[config.mk]
export PLATFORM = sky130hd
export DESIGN_NAME = dispatch_top
export DESIGN_NICKNAME = d
export VERILOG_FILES = /design/src/design/dispatch_pkg.sv /design/src/design/rob_table.sv /design/src/design/entry_ready_scan.sv /design/src/design/fu_tracker.sv /design/src/design/dispatch_select.sv /design/src/design/dispatch_top.sv
export SDC_FILE = /design/constraint.sdc
export NUM_CORES = 1
export LEC_CHECK = 0
export BUFFER_PORTS_ARGS = -buffer_cell sky130_fd_sc_hd__buf_2
export CAP_MARGIN = 0
export CORE_ASPECT_RATIO = 0.8
export CORE_MARGIN = 3
export CORE_UTILIZATION = 58
export CTS_BUF_LIST = sky130_fd_sc_hd__clkbuf_8
export CTS_CLUSTER_DIAMETER = 120
export DETAILED_ROUTE_END_ITERATION = 16
export PLACE_DENSITY = 0.88
export SYNTH_ARGS = -nofsm -noshare
export SYNTH_HDL_FRONTEND = slang
export SYNTH_HIERARCHICAL = 1
export SYNTH_SLANG_ARGS = --single-unit
[constraint.sdc]
create_clock -name clk -period 5.7 [get_ports clk]
set_clock_uncertainty 0.05 [all_clocks]
set_input_delay 1.14 -clock clk [delete_from_list [all_inputs] [get_ports clk]]
set_output_delay 1.14 -clock clk [all_outputs]
set_load 0.01 [all_outputs]
[src/design/dispatch_pkg.sv]
// dispatch_pkg: ROB and dispatch sizes, operation class enum, functional unit enum
`default_nettype none

package dispatch_pkg;

	// ============================================================
	// sizes
	// ============================================================

	// reorder buffer depth and index width
	localparam int ROB_ENTRIES = 8;
	localparam int ROB_IDX_W   = 3;

	// dispatch slots per cycle
	localparam int DISP_WIDTH  = 2;

	// alu0, alu1, mul, mem, br
	localparam int NUM_FU      = 5;

	// ============================================================
	// encodings
	// ============================================================

	// operation class, picks which unit group an entry may use
	typedef enum logic [1:0] {
		OPC_ALU = 2'd0,
		OPC_MUL = 2'd1,
		OPC_MEM = 2'd2,
		OPC_BR  = 2'd3
	} op_class_e;

	// functional unit number, also the bit position in busy and done vectors
	typedef enum logic [2:0] {
		FU_ALU0 = 3'd0,
		FU_ALU1 = 3'd1,
		FU_MUL  = 3'd2,
		FU_MEM  = 3'd3,
		FU_BR   = 3'd4
	} fu_id_e;

endpackage

`default_nettype wire

[src/design/rob_table.sv]
// rob_table: ROB entry state, lowest-free allocation, wakeup, out marking, completion
`timescale 1ns/1ps
`default_nettype none

module rob_table (
	input  wire                                                         clk,
	input  wire                                                         arst_n_i,
	input  wire                                                         alloc_v_i,
	input  wire dispatch_pkg::op_class_e                                alloc_class_i,
	input  wire [1:0]                                                   alloc_src_rdy_i,
	input  wire                                                         wake_v_i,
	input  wire [dispatch_pkg::ROB_IDX_W-1:0]                           wake_idx_i,
	input  wire                                                         wake_src_i,
	input  wire [dispatch_pkg::DISP_WIDTH-1:0]                          disp_v_i,
	input  wire [dispatch_pkg::ROB_IDX_W-1:0]                           disp_idx0_i,
	input  wire [dispatch_pkg::ROB_IDX_W-1:0]                           disp_idx1_i,
	input  wire [dispatch_pkg::ROB_ENTRIES-1:0]                         cpl_vec_i,
	output logic [dispatch_pkg::ROB_IDX_W-1:0]                          alloc_idx_o,
	output logic                                                        rob_full_o,
	output logic [dispatch_pkg::ROB_ENTRIES-1:0]                        entry_v_o,
	output logic [dispatch_pkg::ROB_ENTRIES-1:0]                        entry_out_o,
	output logic [dispatch_pkg::ROB_ENTRIES-1:0][1:0]                   entry_src_rdy_o,
	output dispatch_pkg::op_class_e [dispatch_pkg::ROB_ENTRIES-1:0]     entry_class_o
);

	logic [dispatch_pkg::ROB_ENTRIES-1:0] out_q;
	logic [dispatch_pkg::ROB_ENTRIES-1:0] mark_vec;
	logic                                 alloc_go;

	// ============================================================
	// allocation pointer
	// ============================================================

	// lowest invalid index wins, scan from the top so index 0 is written last
	always_comb begin
		alloc_idx_o = '0;
		for (int i = dispatch_pkg::ROB_ENTRIES - 1; i >= 0; i--) begin
			if (!entry_v_o[i])
				alloc_idx_o = dispatch_pkg::ROB_IDX_W'(i);
		end
	end

	assign rob_full_o = &entry_v_o;
	assign alloc_go   = alloc_v_i && !rob_full_o;

	// ============================================================
	// out marking
	// ============================================================

	// registered dispatch slots, one-hot per entry
	always_comb begin
		for (int i = 0; i < dispatch_pkg::ROB_ENTRIES; i++) begin
			mark_vec[i] = (disp_v_i[0] && disp_idx0_i == dispatch_pkg::ROB_IDX_W'(i)) ||
				(disp_v_i[1] && disp_idx1_i == dispatch_pkg::ROB_IDX_W'(i));
		end
	end

	// the slot register already holds this cycle's dispatches,
	// so the entry counts as out from the dispatch edge itself
	assign entry_out_o = out_q | mark_vec;

	// ============================================================
	// entry state
	// ============================================================

	always_ff @(posedge clk or negedge arst_n_i) begin
		if (!arst_n_i) begin
			entry_v_o       <= '0;
			out_q           <= '0;
			entry_src_rdy_o <= '0;
		end else begin
			for (int i = 0; i < dispatch_pkg::ROB_ENTRIES; i++) begin
				if (alloc_go && alloc_idx_o == dispatch_pkg::ROB_IDX_W'(i)) begin
					// fresh entry, never sent
					entry_v_o[i]       <= 1'b1;
					out_q[i]           <= 1'b0;
					entry_src_rdy_o[i] <= alloc_src_rdy_i;
				end else begin
					// completing entry is still valid here, so alloc cannot collide
					if (cpl_vec_i[i])
						entry_v_o[i] <= 1'b0;
					if (mark_vec[i])
						out_q[i] <= 1'b1;
					// wakeup only touches live entries
					if (wake_v_i && entry_v_o[i] && wake_idx_i == dispatch_pkg::ROB_IDX_W'(i))
						entry_src_rdy_o[i][wake_src_i] <= 1'b1;
				end
			end
		end
	end

	// class is payload, written on allocation only
	always_ff @(posedge clk) begin
		if (alloc_go)
			entry_class_o[alloc_idx_o] <= alloc_class_i;
	end

endmodule

`default_nettype wire

[src/design/entry_ready_scan.sv]
// entry_ready_scan: per-entry dispatch candidates and per-class request vectors
`timescale 1ns/1ps
`default_nettype none

module entry_ready_scan (
	input  wire [dispatch_pkg::ROB_ENTRIES-1:0]                     entry_v_i,
	input  wire [dispatch_pkg::ROB_ENTRIES-1:0]                     entry_out_i,
	input  wire [dispatch_pkg::ROB_ENTRIES-1:0][1:0]                entry_src_rdy_i,
	input  wire dispatch_pkg::op_class_e [dispatch_pkg::ROB_ENTRIES-1:0] entry_class_i,
	output logic [dispatch_pkg::ROB_ENTRIES-1:0]                    cand_vec_o,
	output logic [dispatch_pkg::ROB_ENTRIES-1:0]                    alu_req_o,
	output logic [dispatch_pkg::ROB_ENTRIES-1:0]                    mul_req_o,
	output logic [dispatch_pkg::ROB_ENTRIES-1:0]                    mem_req_o,
	output logic [dispatch_pkg::ROB_ENTRIES-1:0]                    br_req_o
);

	// ============================================================
	// candidate scan
	// ============================================================

	always_comb begin
		for (int i = 0; i < dispatch_pkg::ROB_ENTRIES; i++) begin
			// valid, still waiting to go out, both operands present
			cand_vec_o[i] = entry_v_i[i] && !entry_out_i[i] && (&entry_src_rdy_i[i]);

			// class split, selector only looks at these
			alu_req_o[i] = cand_vec_o[i] && (entry_class_i[i] == dispatch_pkg::OPC_ALU);
			mul_req_o[i] = cand_vec_o[i] && (entry_class_i[i] == dispatch_pkg::OPC_MUL);
			mem_req_o[i] = cand_vec_o[i] && (entry_class_i[i] == dispatch_pkg::OPC_MEM);
			br_req_o[i]  = cand_vec_o[i] && (entry_class_i[i] == dispatch_pkg::OPC_BR);
		end
	end

endmodule

`default_nettype wire

[src/design/fu_tracker.sv]
// fu_tracker: per-unit busy bits, held ROB indices, done-to-completion mapping
`timescale 1ns/1ps
`default_nettype none

module fu_tracker (
	input  wire                                         clk,
	input  wire                                         arst_n_i,
	input  wire [dispatch_pkg::DISP_WIDTH-1:0]          disp_v_i,
	input  wire [dispatch_pkg::ROB_IDX_W-1:0]           disp_idx0_i,
	input  wire [dispatch_pkg::ROB_IDX_W-1:0]           disp_idx1_i,
	input  wire dispatch_pkg::fu_id_e                   disp_fu0_i,
	input  wire dispatch_pkg::fu_id_e                   disp_fu1_i,
	input  wire [dispatch_pkg::NUM_FU-1:0]              fu_done_i,
	output logic [dispatch_pkg::NUM_FU-1:0]             fu_busy_o,
	output logic [dispatch_pkg::ROB_ENTRIES-1:0]        cpl_vec_o
);

	logic [dispatch_pkg::NUM_FU-1:0]                         busy_q;
	logic [dispatch_pkg::NUM_FU-1:0][dispatch_pkg::ROB_IDX_W-1:0] held_q;
	logic [dispatch_pkg::NUM_FU-1:0][dispatch_pkg::ROB_IDX_W-1:0] held_idx;
	logic [dispatch_pkg::NUM_FU-1:0]                         claim0;
	logic [dispatch_pkg::NUM_FU-1:0]                         claim1;

	// ============================================================
	// per-unit claim and hold
	// ============================================================

	for (genvar g = 0; g < dispatch_pkg::NUM_FU; g++) begin : g_fu
		// slot register names this unit
		assign claim0[g] = disp_v_i[0] && (disp_fu0_i == dispatch_pkg::fu_id_e'(g));
		assign claim1[g] = disp_v_i[1] && (disp_fu1_i == dispatch_pkg::fu_id_e'(g));

		// a live slot is the newest owner, else the stored one
		assign held_idx[g] = claim0[g] ? disp_idx0_i :
			claim1[g] ? disp_idx1_i : held_q[g];

		// busy from the dispatch edge on
		assign fu_busy_o[g] = busy_q[g] | claim0[g] | claim1[g];
	end

	always_ff @(posedge clk or negedge arst_n_i) begin
		if (!arst_n_i) begin
			busy_q <= '0;
		end else begin
			// done wins, a unit is never claimed while busy
			busy_q <= (busy_q | claim0 | claim1) & ~fu_done_i;
		end
	end

	// held index is payload
	always_ff @(posedge clk) begin
		held_q <= held_idx;
	end

	// ============================================================
	// completion mask
	// ============================================================

	always_comb begin
		cpl_vec_o = '0;
		for (int f = 0; f < dispatch_pkg::NUM_FU; f++) begin
			if (fu_done_i[f])
				cpl_vec_o[held_idx[f]] = 1'b1;
		end
	end

endmodule

`default_nettype wire

[src/design/dispatch_select.sv]
// dispatch_select: two-slot in-order pick against free units, registered dispatch slots
`timescale 1ns/1ps
`default_nettype none

module dispatch_select (
	input  wire                                     clk,
	input  wire                                     arst_n_i,
	input  wire [dispatch_pkg::ROB_ENTRIES-1:0]     alu_req_i,
	input  wire [dispatch_pkg::ROB_ENTRIES-1:0]     mul_req_i,
	input  wire [dispatch_pkg::ROB_ENTRIES-1:0]     mem_req_i,
	input  wire [dispatch_pkg::ROB_ENTRIES-1:0]     br_req_i,
	input  wire [dispatch_pkg::ROB_ENTRIES-1:0]     cand_vec_i,
	input  wire [dispatch_pkg::NUM_FU-1:0]          fu_busy_i,
	output logic [dispatch_pkg::DISP_WIDTH-1:0]     disp_v_o,
	output logic [dispatch_pkg::ROB_IDX_W-1:0]      disp_idx0_o,
	output logic [dispatch_pkg::ROB_IDX_W-1:0]      disp_idx1_o,
	output dispatch_pkg::fu_id_e                    disp_fu0_o,
	output dispatch_pkg::fu_id_e                    disp_fu1_o
);

	// next-state picks
	logic [dispatch_pkg::DISP_WIDTH-1:0]  pick_v;
	logic [dispatch_pkg::ROB_IDX_W-1:0]   pick_idx0;
	logic [dispatch_pkg::ROB_IDX_W-1:0]   pick_idx1;
	dispatch_pkg::fu_id_e                 pick_fu0;
	dispatch_pkg::fu_id_e                 pick_fu1;

	// scan working state
	logic [dispatch_pkg::NUM_FU-1:0]      avail;
	logic                                 hit;
	dispatch_pkg::fu_id_e                 hit_fu;

	// ============================================================
	// in-order scan
	// ============================================================

	always_comb begin
		pick_v    = '0;
		pick_idx0 = '0;
		pick_idx1 = '0;
		pick_fu0  = dispatch_pkg::FU_ALU0;
		pick_fu1  = dispatch_pkg::FU_ALU0;
		// units free this cycle, cleared as they get granted
		avail     = ~fu_busy_i;
		hit       = 1'b0;
		hit_fu    = dispatch_pkg::FU_ALU0;

		for (int i = 0; i < dispatch_pkg::ROB_ENTRIES; i++) begin
			hit    = 1'b0;
			hit_fu = dispatch_pkg::FU_ALU0;

			// class decides the unit, alu0 preferred over alu1
			if (alu_req_i[i]) begin
				if (avail[dispatch_pkg::FU_ALU0]) begin
					hit    = 1'b1;
					hit_fu = dispatch_pkg::FU_ALU0;
				end else if (avail[dispatch_pkg::FU_ALU1]) begin
					hit    = 1'b1;
					hit_fu = dispatch_pkg::FU_ALU1;
				end
			end else if (mul_req_i[i] && avail[dispatch_pkg::FU_MUL]) begin
				hit    = 1'b1;
				hit_fu = dispatch_pkg::FU_MUL;
			end else if (mem_req_i[i] && avail[dispatch_pkg::FU_MEM]) begin
				hit    = 1'b1;
				hit_fu = dispatch_pkg::FU_MEM;
			end else if (br_req_i[i] && avail[dispatch_pkg::FU_BR]) begin
				hit    = 1'b1;
				hit_fu = dispatch_pkg::FU_BR;
			end

			// fill slot 0 first so it always carries the lower index
			if (hit && cand_vec_i[i] && !pick_v[1]) begin
				avail[hit_fu] = 1'b0;
				if (!pick_v[0]) begin
					pick_v[0] = 1'b1;
					pick_idx0 = dispatch_pkg::ROB_IDX_W'(i);
					pick_fu0  = hit_fu;
				end else begin
					pick_v[1] = 1'b1;
					pick_idx1 = dispatch_pkg::ROB_IDX_W'(i);
					pick_fu1  = hit_fu;
				end
			end
		end
	end

	// ============================================================
	// dispatch slot register
	// ============================================================

	always_ff @(posedge clk or negedge arst_n_i) begin
		if (!arst_n_i) begin
			disp_v_o    <= '0;
			disp_idx0_o <= '0;
			disp_idx1_o <= '0;
			disp_fu0_o  <= dispatch_pkg::FU_ALU0;
			disp_fu1_o  <= dispatch_pkg::FU_ALU0;
		end else begin
			disp_v_o    <= pick_v;
			disp_idx0_o <= pick_idx0;
			disp_idx1_o <= pick_idx1;
			disp_fu0_o  <= pick_fu0;
			disp_fu1_o  <= pick_fu1;
		end
	end

endmodule

`default_nettype wire

[src/design/dispatch_top.sv]
// dispatch_top: dispatch stage top, ROB table, ready scan, unit tracker, selector
`timescale 1ns/1ps
`default_nettype none

module dispatch_top (
	input  wire                                     clk,
	input  wire                                     arst_n_i,
	input  wire                                     alloc_v_i,
	input  wire dispatch_pkg::op_class_e            alloc_class_i,
	input  wire [1:0]                               alloc_src_rdy_i,
	output logic [dispatch_pkg::ROB_IDX_W-1:0]      alloc_idx_o,
	output logic                                    rob_full_o,
	input  wire                                     wake_v_i,
	input  wire [dispatch_pkg::ROB_IDX_W-1:0]       wake_idx_i,
	input  wire                                     wake_src_i,
	input  wire [dispatch_pkg::NUM_FU-1:0]          fu_done_i,
	output logic [dispatch_pkg::DISP_WIDTH-1:0]     disp_v_o,
	output logic [dispatch_pkg::ROB_IDX_W-1:0]      disp_idx0_o,
	output logic [dispatch_pkg::ROB_IDX_W-1:0]      disp_idx1_o,
	output dispatch_pkg::fu_id_e                    disp_fu0_o,
	output dispatch_pkg::fu_id_e                    disp_fu1_o
);

	// rob state toward the scan
	logic [dispatch_pkg::ROB_ENTRIES-1:0]                        entry_v;
	logic [dispatch_pkg::ROB_ENTRIES-1:0]                        entry_out;
	logic [dispatch_pkg::ROB_ENTRIES-1:0][1:0]                   entry_src_rdy;
	dispatch_pkg::op_class_e [dispatch_pkg::ROB_ENTRIES-1:0]     entry_class;

	// scan results toward the selector
	logic [dispatch_pkg::ROB_ENTRIES-1:0] cand_vec;
	logic [dispatch_pkg::ROB_ENTRIES-1:0] alu_req;
	logic [dispatch_pkg::ROB_ENTRIES-1:0] mul_req;
	logic [dispatch_pkg::ROB_ENTRIES-1:0] mem_req;
	logic [dispatch_pkg::ROB_ENTRIES-1:0] br_req;

	// unit state
	logic [dispatch_pkg::NUM_FU-1:0]      fu_busy;
	logic [dispatch_pkg::ROB_ENTRIES-1:0] cpl_vec;

	// ============================================================
	// blocks
	// ============================================================

	rob_table u_rob_table (
		.clk             (clk),
		.arst_n_i        (arst_n_i),
		.alloc_v_i       (alloc_v_i),
		.alloc_class_i   (alloc_class_i),
		.alloc_src_rdy_i (alloc_src_rdy_i),
		.wake_v_i        (wake_v_i),
		.wake_idx_i      (wake_idx_i),
		.wake_src_i      (wake_src_i),
		.disp_v_i        (disp_v_o),
		.disp_idx0_i     (disp_idx0_o),
		.disp_idx1_i     (disp_idx1_o),
		.cpl_vec_i       (cpl_vec),
		.alloc_idx_o     (alloc_idx_o),
		.rob_full_o      (rob_full_o),
		.entry_v_o       (entry_v),
		.entry_out_o     (entry_out),
		.entry_src_rdy_o (entry_src_rdy),
		.entry_class_o   (entry_class)
	);

	entry_ready_scan u_entry_ready_scan (
		.entry_v_i       (entry_v),
		.entry_out_i     (entry_out),
		.entry_src_rdy_i (entry_src_rdy),
		.entry_class_i   (entry_class),
		.cand_vec_o      (cand_vec),
		.alu_req_o       (alu_req),
		.mul_req_o       (mul_req),
		.mem_req_o       (mem_req),
		.br_req_o        (br_req)
	);

	// slots double as claim strobes here
	fu_tracker u_fu_tracker (
		.clk         (clk),
		.arst_n_i    (arst_n_i),
		.disp_v_i    (disp_v_o),
		.disp_idx0_i (disp_idx0_o),
		.disp_idx1_i (disp_idx1_o),
		.disp_fu0_i  (disp_fu0_o),
		.disp_fu1_i  (disp_fu1_o),
		.fu_done_i   (fu_done_i),
		.fu_busy_o   (fu_busy),
		.cpl_vec_o   (cpl_vec)
	);

	dispatch_select u_dispatch_select (
		.clk         (clk),
		.arst_n_i    (arst_n_i),
		.alu_req_i   (alu_req),
		.mul_req_i   (mul_req),
		.mem_req_i   (mem_req),
		.br_req_i    (br_req),
		.cand_vec_i  (cand_vec),
		.fu_busy_i   (fu_busy),
		.disp_v_o    (disp_v_o),
		.disp_idx0_o (disp_idx0_o),
		.disp_idx1_o (disp_idx1_o),
		.disp_fu0_o  (disp_fu0_o),
		.disp_fu1_o  (disp_fu1_o)
	);

endmodule

`default_nettype wire

# == Word level (Yosys, flattened, before mapping) ==
# Cells that the tools add are included.
# totals
ff_bits,82
memories,0
rom_bits,0
latchBits,0
ramBits,0
# classes
n_shift,0
magnitude_cmp,28
add_sub_neg,0
n_reduce_logical,223
bitwise,42
mux,275
n_eq_ne,60
n_div,0
mul,0
# op_table
op,n
two-way mux 3 bit,113
logical AND 1 bit,152
two-way mux 1 bit,111
equality test 3 bit (second input constant),18
less-than comparator 3 x 4 -> 1 bit (second input constant),13
two-way mux 2 bit,24
nonzero test 2 bit,24
NOT 5 bit,9
bitwise AND 5 bit,8
two-way mux 8 bit,5
bitwise OR 8 bit,5
>= comparator 3 x 1 -> 1 bit (second input constant),13
demux 1 bit (select 3 bit),12
equality test 3 x 2 -> 1 bit (second input constant),12
two-way mux 5 bit,7
equality test 2 bit (second input constant),16
equality test 3 x 1 -> 1 bit (second input constant),6
zero test 3 bit,6
bitwise mux 16 bit,1
equality test 2 x 1 -> 1 bit (second input constant),8
zero test 2 bit,8
bitwise OR 2 bit,8
AND reduction 2 bit,8
zero test 1 bit,15
other kinds (9),26

# == Longest topological paths before layout ==
# logic_depth
ltp_word,100
ltp_mapped,23

# == Hierarchy ==
# Netlist, hierarchy kept.
# modules_own_cells
module,area_each_um2,instances,cells_each
dispatch_select,2608.8,1,365
rob_table,2159.6,1,186
fu_tracker,1774.2,1,233
entry_ready_scan,520.5,1,56

# == Worst setup path after synthesis ==
# Ideal clock, no wire load.
# synth_timing
path_kind,register to register
startpoint,register u_dispatch_select/disp_v_o[1] in the netlist's numbering
endpoint,register u_dispatch_select.disp_fu0_o[1]
n_path_buf,1
setup_slack_ns,0.320
period_less_slack_ns,5.380
path_stages_with_launch,22
t_arrival_ns,5.194
setup_time_ns,0.136
cell_sequence,dfrtp_1 -> nand2b_1 -> nor3_1 -> or3_1 -> nand4b_4 -> nor3_1 -> buf_4 -> a22o_1 -> a21oi_1 -> o21ai_0 -> a2bb2oi_1 -> nand2_1 -> o211a_4 -> nor2_8 -> a41oi_4 -> a221o_1 -> a31oi_4 -> o211ai_1 -> nor2_4 -> mux2_1 -> o22ai_1 -> o41ai_1
# synth_via
word_cells_on_any_way,306
# synth_lines
item,line_no,text
from (decl),dispatch_select.sv:14,"output logic [dispatch_pkg::DISP_WIDTH-1:0] disp_v_o,"
from (signal assigned),dispatch_select.sv:100,disp_v_o <= pick_v;
logical AND 1 bit (*),rob_table.sv:54,(disp_v_i[1] && disp_idx1_i == dispatch_pkg::ROB_IDX_W'(i));
logical OR 1 bit (*),rob_table.sv:53,mark_vec[i] = (disp_v_i[0] && disp_idx0_i == dispatch_pkg::ROB_IDX_W'(i)) ||
bitwise OR 8 bit (*),rob_table.sv:60,assign entry_out_o = out_q | mark_vec;
net entry_out (one bit),dispatch_top.sv:26,logic [dispatch_pkg::ROB_ENTRIES-1:0] entry_out;
zero test 1 bit (*),entry_ready_scan.sv:24,cand_vec_o[i] = entry_v_i[i] && !entry_out_i[i] && (&entry_src_rdy_i[i]);
logical AND 1 bit (*) (2 in series),entry_ready_scan.sv:24,
logical AND 1 bit (*),entry_ready_scan.sv:27,alu_req_o[i] = cand_vec_o[i] && (entry_class_i[i] == dispatch_pkg::OPC_ALU);
net alu_req (one bit),dispatch_top.sv:32,logic [dispatch_pkg::ROB_ENTRIES-1:0] alu_req;
[... 80 more ...],n/a,
logical AND 1 bit,dispatch_select.sv:67,end else if (br_req_i[i] && avail[dispatch_pkg::FU_BR]) begin
two-way mux 1 bit,dispatch_select.sv:67,
two-way mux 1 bit,dispatch_select.sv:64,end else if (mem_req_i[i] && avail[dispatch_pkg::FU_MEM]) begin
two-way mux 1 bit,dispatch_select.sv:61,end else if (mul_req_i[i] && avail[dispatch_pkg::FU_MUL]) begin
two-way mux 1 bit,dispatch_select.sv:53,if (alu_req_i[i]) begin
logical AND 1 bit (2 in series),dispatch_select.sv:73,if (hit && cand_vec_i[i] && !pick_v[1]) begin
two-way mux 3 bit (*),dispatch_select.sv:73,
net u_dispatch_select.pick_fu0[1],dispatch_select.sv:25,dispatch_pkg::fu_id_e pick_fu0;
to (signal assigned),dispatch_select.sv:97,disp_fu0_o <= dispatch_pkg::FU_ALU0;
to (signal assigned),dispatch_select.sv:103,disp_fu0_o <= pick_fu0;
to (decl),dispatch_select.sv:17,"output dispatch_pkg::fu_id_e disp_fu0_o,"
# The timed path passes the listed nets; every way through them passes the cells marked *.
# A chain may end at the register's enable or synchronous reset.

# == Worst setup path after layout ==
# layout_timing
startpoint,register u_dispatch_select/disp_v_o[1] in the netlist's numbering
endpoint,register u_dispatch_select.disp_fu0_o[0]
# Same word-level chain as after synthesis.

==> flow_metrics.py <==
metrics = {
    "status": {
        "status": "complete, no violations",
    },
    "synthesis": {
        "ys_seq_elements": 82,
        "synth_compound_area_share_pct": 28.1,
        "syn_nets": 857,
        "yosys_warnings": 6,
        "yosysSeqAreaShare_pct": 29.1,
        "synth_common_cells": "85 x nand2_1, 65 x nor2_1, 51 x dfrtp_1",
        "synth_edf_count": 16,
        "synth.cell_area_mm2": 0.00706,
        "synth_most_common_cell": "nand2_1",
        "synth_top_family_by_area": "simple AND/OR/NAND/NOR gates",
        "netlist_top_cells_area": "dfrtp_1 18%, edfxtp_1 6.8%, nand2_1 4.5%",
        "async_flop_share_pct": 62.2,
        "yosysTopAreaCell": "dfrtp_1",
        "synth_top_area_share_pct": 18.1,
        "syn_inst": 840,
        "synthAdderAreaFrac_pct": 0,
        "synthMuxAreaShare_pct": 5.14,
        "synth_flop_cell": "dfrtp_1",
        "synth_xor_area_share_pct": 0.496,
        "yosys.area_share.simple_pct": 32.4,
        "syn_avg_cell_area_um2": 8.41,
        "synth_cell_type_count": 100,
    },
    "drt": {
        "via_per_inst": 7.04,
        "drtIter0Drc": 1264,
        "drc": 0,
        "totalWireLength_um": 22800,
        "drtAntennaViolNets": 0,
        "vias": 7486,
        "drtPass1Iterations": 5,
        "wl_per_cell_um": 21.4,
    },
    "run": {
        "maxCapViolations": 0,
    },
    "setup_path": {
        "slowest_delay_ns": 0.49,
        "required_ns": 5.89,
        "crit_chain": "nand2b_4 -> nor3_1 -> or3_1 -> nand4b_4 -> nor3_4 -> buf_6 -> buf_4 -> a22o_1 -> a21oi_1 -> o21ai_0 -> a2bb2oi_2 -> a21o_1 -> o31a_1 -> a22oi_1 -> nor2_1 -> a21boi_1 -> a31oi_4 -> and4_4 -> a31oi_2 -> a211o_2 -> buf_4 -> nand4_1 -> nand2_1",
        "critPathArrivalTime_ns": 5.74,
        "cp_num_buf_inv": 3,
        "crit_path_end_kind": "register",
        "critPathMostFrequentCell": "buf_4",
        "crit_fanout": 6,
        "slowest_stage": "o21ai_0",
        "crit_family": "compound AO/OA/AOI/OAI gates",
        "crit_type": "register to register",
        "start_kind": "register",
    },
    "place": {
        "dpl_cell_area_mm2": 0.00762,
        "dp.cells": 1036,
        "gp_routability_congestion": 1.08,
        "dp_hpwl_um": 17000,
        "port_buffers": 34,
    },
    "cts": {
        "cts_buffer_depth": 2,
        "cts_htree_levels": 3,
        "cts_tree": "done",
        "root_buffer": "clkbuf_8",
        "clk_latency_ns": 0.36,
        "cts_buffers": 9,
        "path_clk_slew_ns": 0.08,
        "clkSinkCount": 82,
    },
    "global_route": {
        "antenna_found_initial": 1,
        "first_global_vias": 6534,
        "track_usage_pct": 32.2,
        "grt_max_degree": 52,
        "grt_pass1_wl_um": 34900,
        "grt_overflow": 0,
    },
    "layout": {
        "stdcell_count": 1063,
        "fin_nets": 927,
        "design_area_mm2": 0.00809,
        "synthToLayoutAreaGrowth_pct": 14.5,
        "layout-drive-gt1-share_pct": 22.2,
        "utilization_pct": 69.2,
        "n_antenna_cell": 0,
    },
    "power_and_ir_drop": {
        "ir_drop_uv": 208,
        "p_leak_uw": 0.00334,
        "fin_total_pwr_uw": 2700,
        "power.density_mw_per_mm2": 333,
    },
    "die": {
        "start_util_pct": 60.4,
        "die_h_um": 105,
        "std_cell_rows": 35,
        "fp.dieArea_mm2": 0.0135,
        "chipWidth_um": 129,
        "core_mm2": 0.0117,
        "ios": 35,
    },
    "timing": {
        "setup_viol": 0,
        "holdWs_ns": 0.508,
        "maxSlewViolCount": 0,
        "fmax_mhz": 180,
        "worst_slew_margin_rel_pct": 23.7,
        "period_needed_ns": 5.56,
        "report.final.hold_viol_count": 0,
        "period_share_pct": 97.5,
        "max_slew.worst_pin.slew_ns": 1.14,
    },
    "hold_path": {
        "hp-class": "register to register",
    },
}
==> metrics by stage <==
step / worst slack, ns / setup TNS [ns]
finish: 0.142 / 0
global route: -0.0394 / -0.0674
CTS: 0.0465 / 0
detailed placement: 0.0940 / 0
global placement: 0.122 / 0
floorplan: 0.320 / 0
==> state kept, by name, indices dropped and copies added, names as in the netlist <==
| register | flops |
|---|---|
| u_dispatch_select/disp_idx1_o | 3 |
| u_dispatch_select/disp_fu1_o | 3 |
| u_dispatch_select/disp_fu0_o | 3 |
| u_dispatch_select/disp_v_o | 2 |
| u_dispatch_select/disp_idx0_o | 3 |
| u_rob_table/out_q | 8 |
| u_rob_table/entry_src_rdy_o | 16 |
| u_fu_tracker/busy_q | 5 |
| u_fu_tracker/held_q | 15 |
| u_rob_table/entry_class_o | 16 |
| u_rob_table/entry_v_o | 8 |
==> path summary, 6_finish.rpt <==
kind	from	end	slack (ns)	cells past startpoint
worst max-delay path	u_dispatch_select/disp_v_o[1]	u_dispatch_select/disp_fu0_o[0]	0.14	23
worst min-delay path	u_rob_table/out_q[1]	u_rob_table/out_q[1]	0.51	2
worst max register to register	u_dispatch_select/disp_v_o[1]	u_dispatch_select/disp_fu0_o[0]	0.14	23
worst min register to register	u_rob_table/out_q[1]	u_rob_table/out_q[1]	0.51	2
max in group asynchronous	arst_n_i	u_dispatch_select/disp_idx0_o[1]	3.86	1
min in group asynchronous	arst_n_i	u_rob_table/entry_src_rdy_o[13]	0.95	1
==> worst register-to-register path: stages, from the launching register on <==
cell and delay [ns]:
dfrtp_1 0.42, nand2b_4 0.10, nor3_1 0.04, or3_1 0.37, nand4b_4 0.27, nor3_4 0.21
buf_6 0.15, buf_4 0.13, a22o_1 0.16, a21oi_1 0.11, o21ai_0 0.49, a2bb2oi_2 0.32
a21o_1 0.19, o31a_1 0.32, a22oi_1 0.17, nor2_1 0.28, a21boi_1 0.20, a31oi_4 0.29
and4_4 0.29, a31oi_2 0.11, a211o_2 0.41, buf_4 0.17, nand4_1 0.12, nand2_1 0.06
==> routing by layer <==
layer | share of wire, % | GRT usage, %
met3 | 14 | 10.3
met4 | 2.3 | 6.67
met1 | 42 | 49.3
met5 | 0.040 | 0
met2 | 41 | 44.0
==> cells by family (layout without fill, tap and decap cells) <==
family / Yosys count / in the layout
xor+xnor: 4 / 4
simple gates: 370 / 370
buf+inv: 80 / 155
mux: 34 / 34
compound gates: 270 / 270
flops: 82 / 82
==> timing repair <==
action | in CTS | in global routing
setup endpoints to repair | 0 | 14
hold buffers | 0 | 0
gates resized for setup | 0 | 43
setup buffers | 0 | 10
==> report_power, final <==
| part | switching (uW) | total [uW] | internal (uW) |
|---|---|---|---|
| clock network | 225 | 386 | 161 |
| logic | 822 | 1360 | 538 |
| registers | 192 | 951 | 758 |
==> layout make-up <==
class | count | area, um2
multi-input combinational | 678 | 4880
fill | 887 | 3600
sequential | 82 | 2060
timing repair buffer | 93 | 614
tap | 148 | 185
inverter | 46 | 173
clock buffer | 9 | 124
clock inverter | 7 | 53.8
==> cell usage in the layout (no fill, tap or decap), drive strengths merged, types with 6 or more instances in the layout <==
cell type / Yosys / routed
a21o: 8 / 8
mux2i: 25 / 25
o211a: 6 / 6
clkbuf: 21 / 9
a22oi: 7 / 7
nand4: 12 / 12
nor3: 27 / 27
nor2b: 23 / 23
nand3b: 12 / 12
a31oi: 25 / 25
dfxtp: 15 / 15
nor3b: 18 / 18
a21oi: 51 / 51
nand2b: 21 / 21
nand4b: 12 / 12
o211ai: 14 / 14
a41oi: 12 / 12
mux2: 9 / 9
dfrtp: 51 / 51
o21ai: 48 / 48
nand3: 32 / 32
o31a: 6 / 6
o22ai: 7 / 7
and3: 11 / 11
o31ai: 8 / 8
buf: 13 / 93
nand2: 86 / 86
or3: 12 / 12
nor2: 67 / 67
o21a: 12 / 12
edfxtp: 16 / 16
and2: 11 / 11
inv: 46 / 49
o221ai: 8 / 8
a32oi: 8 / 8
Note: power is estimated with default switching activity, not from simulation.
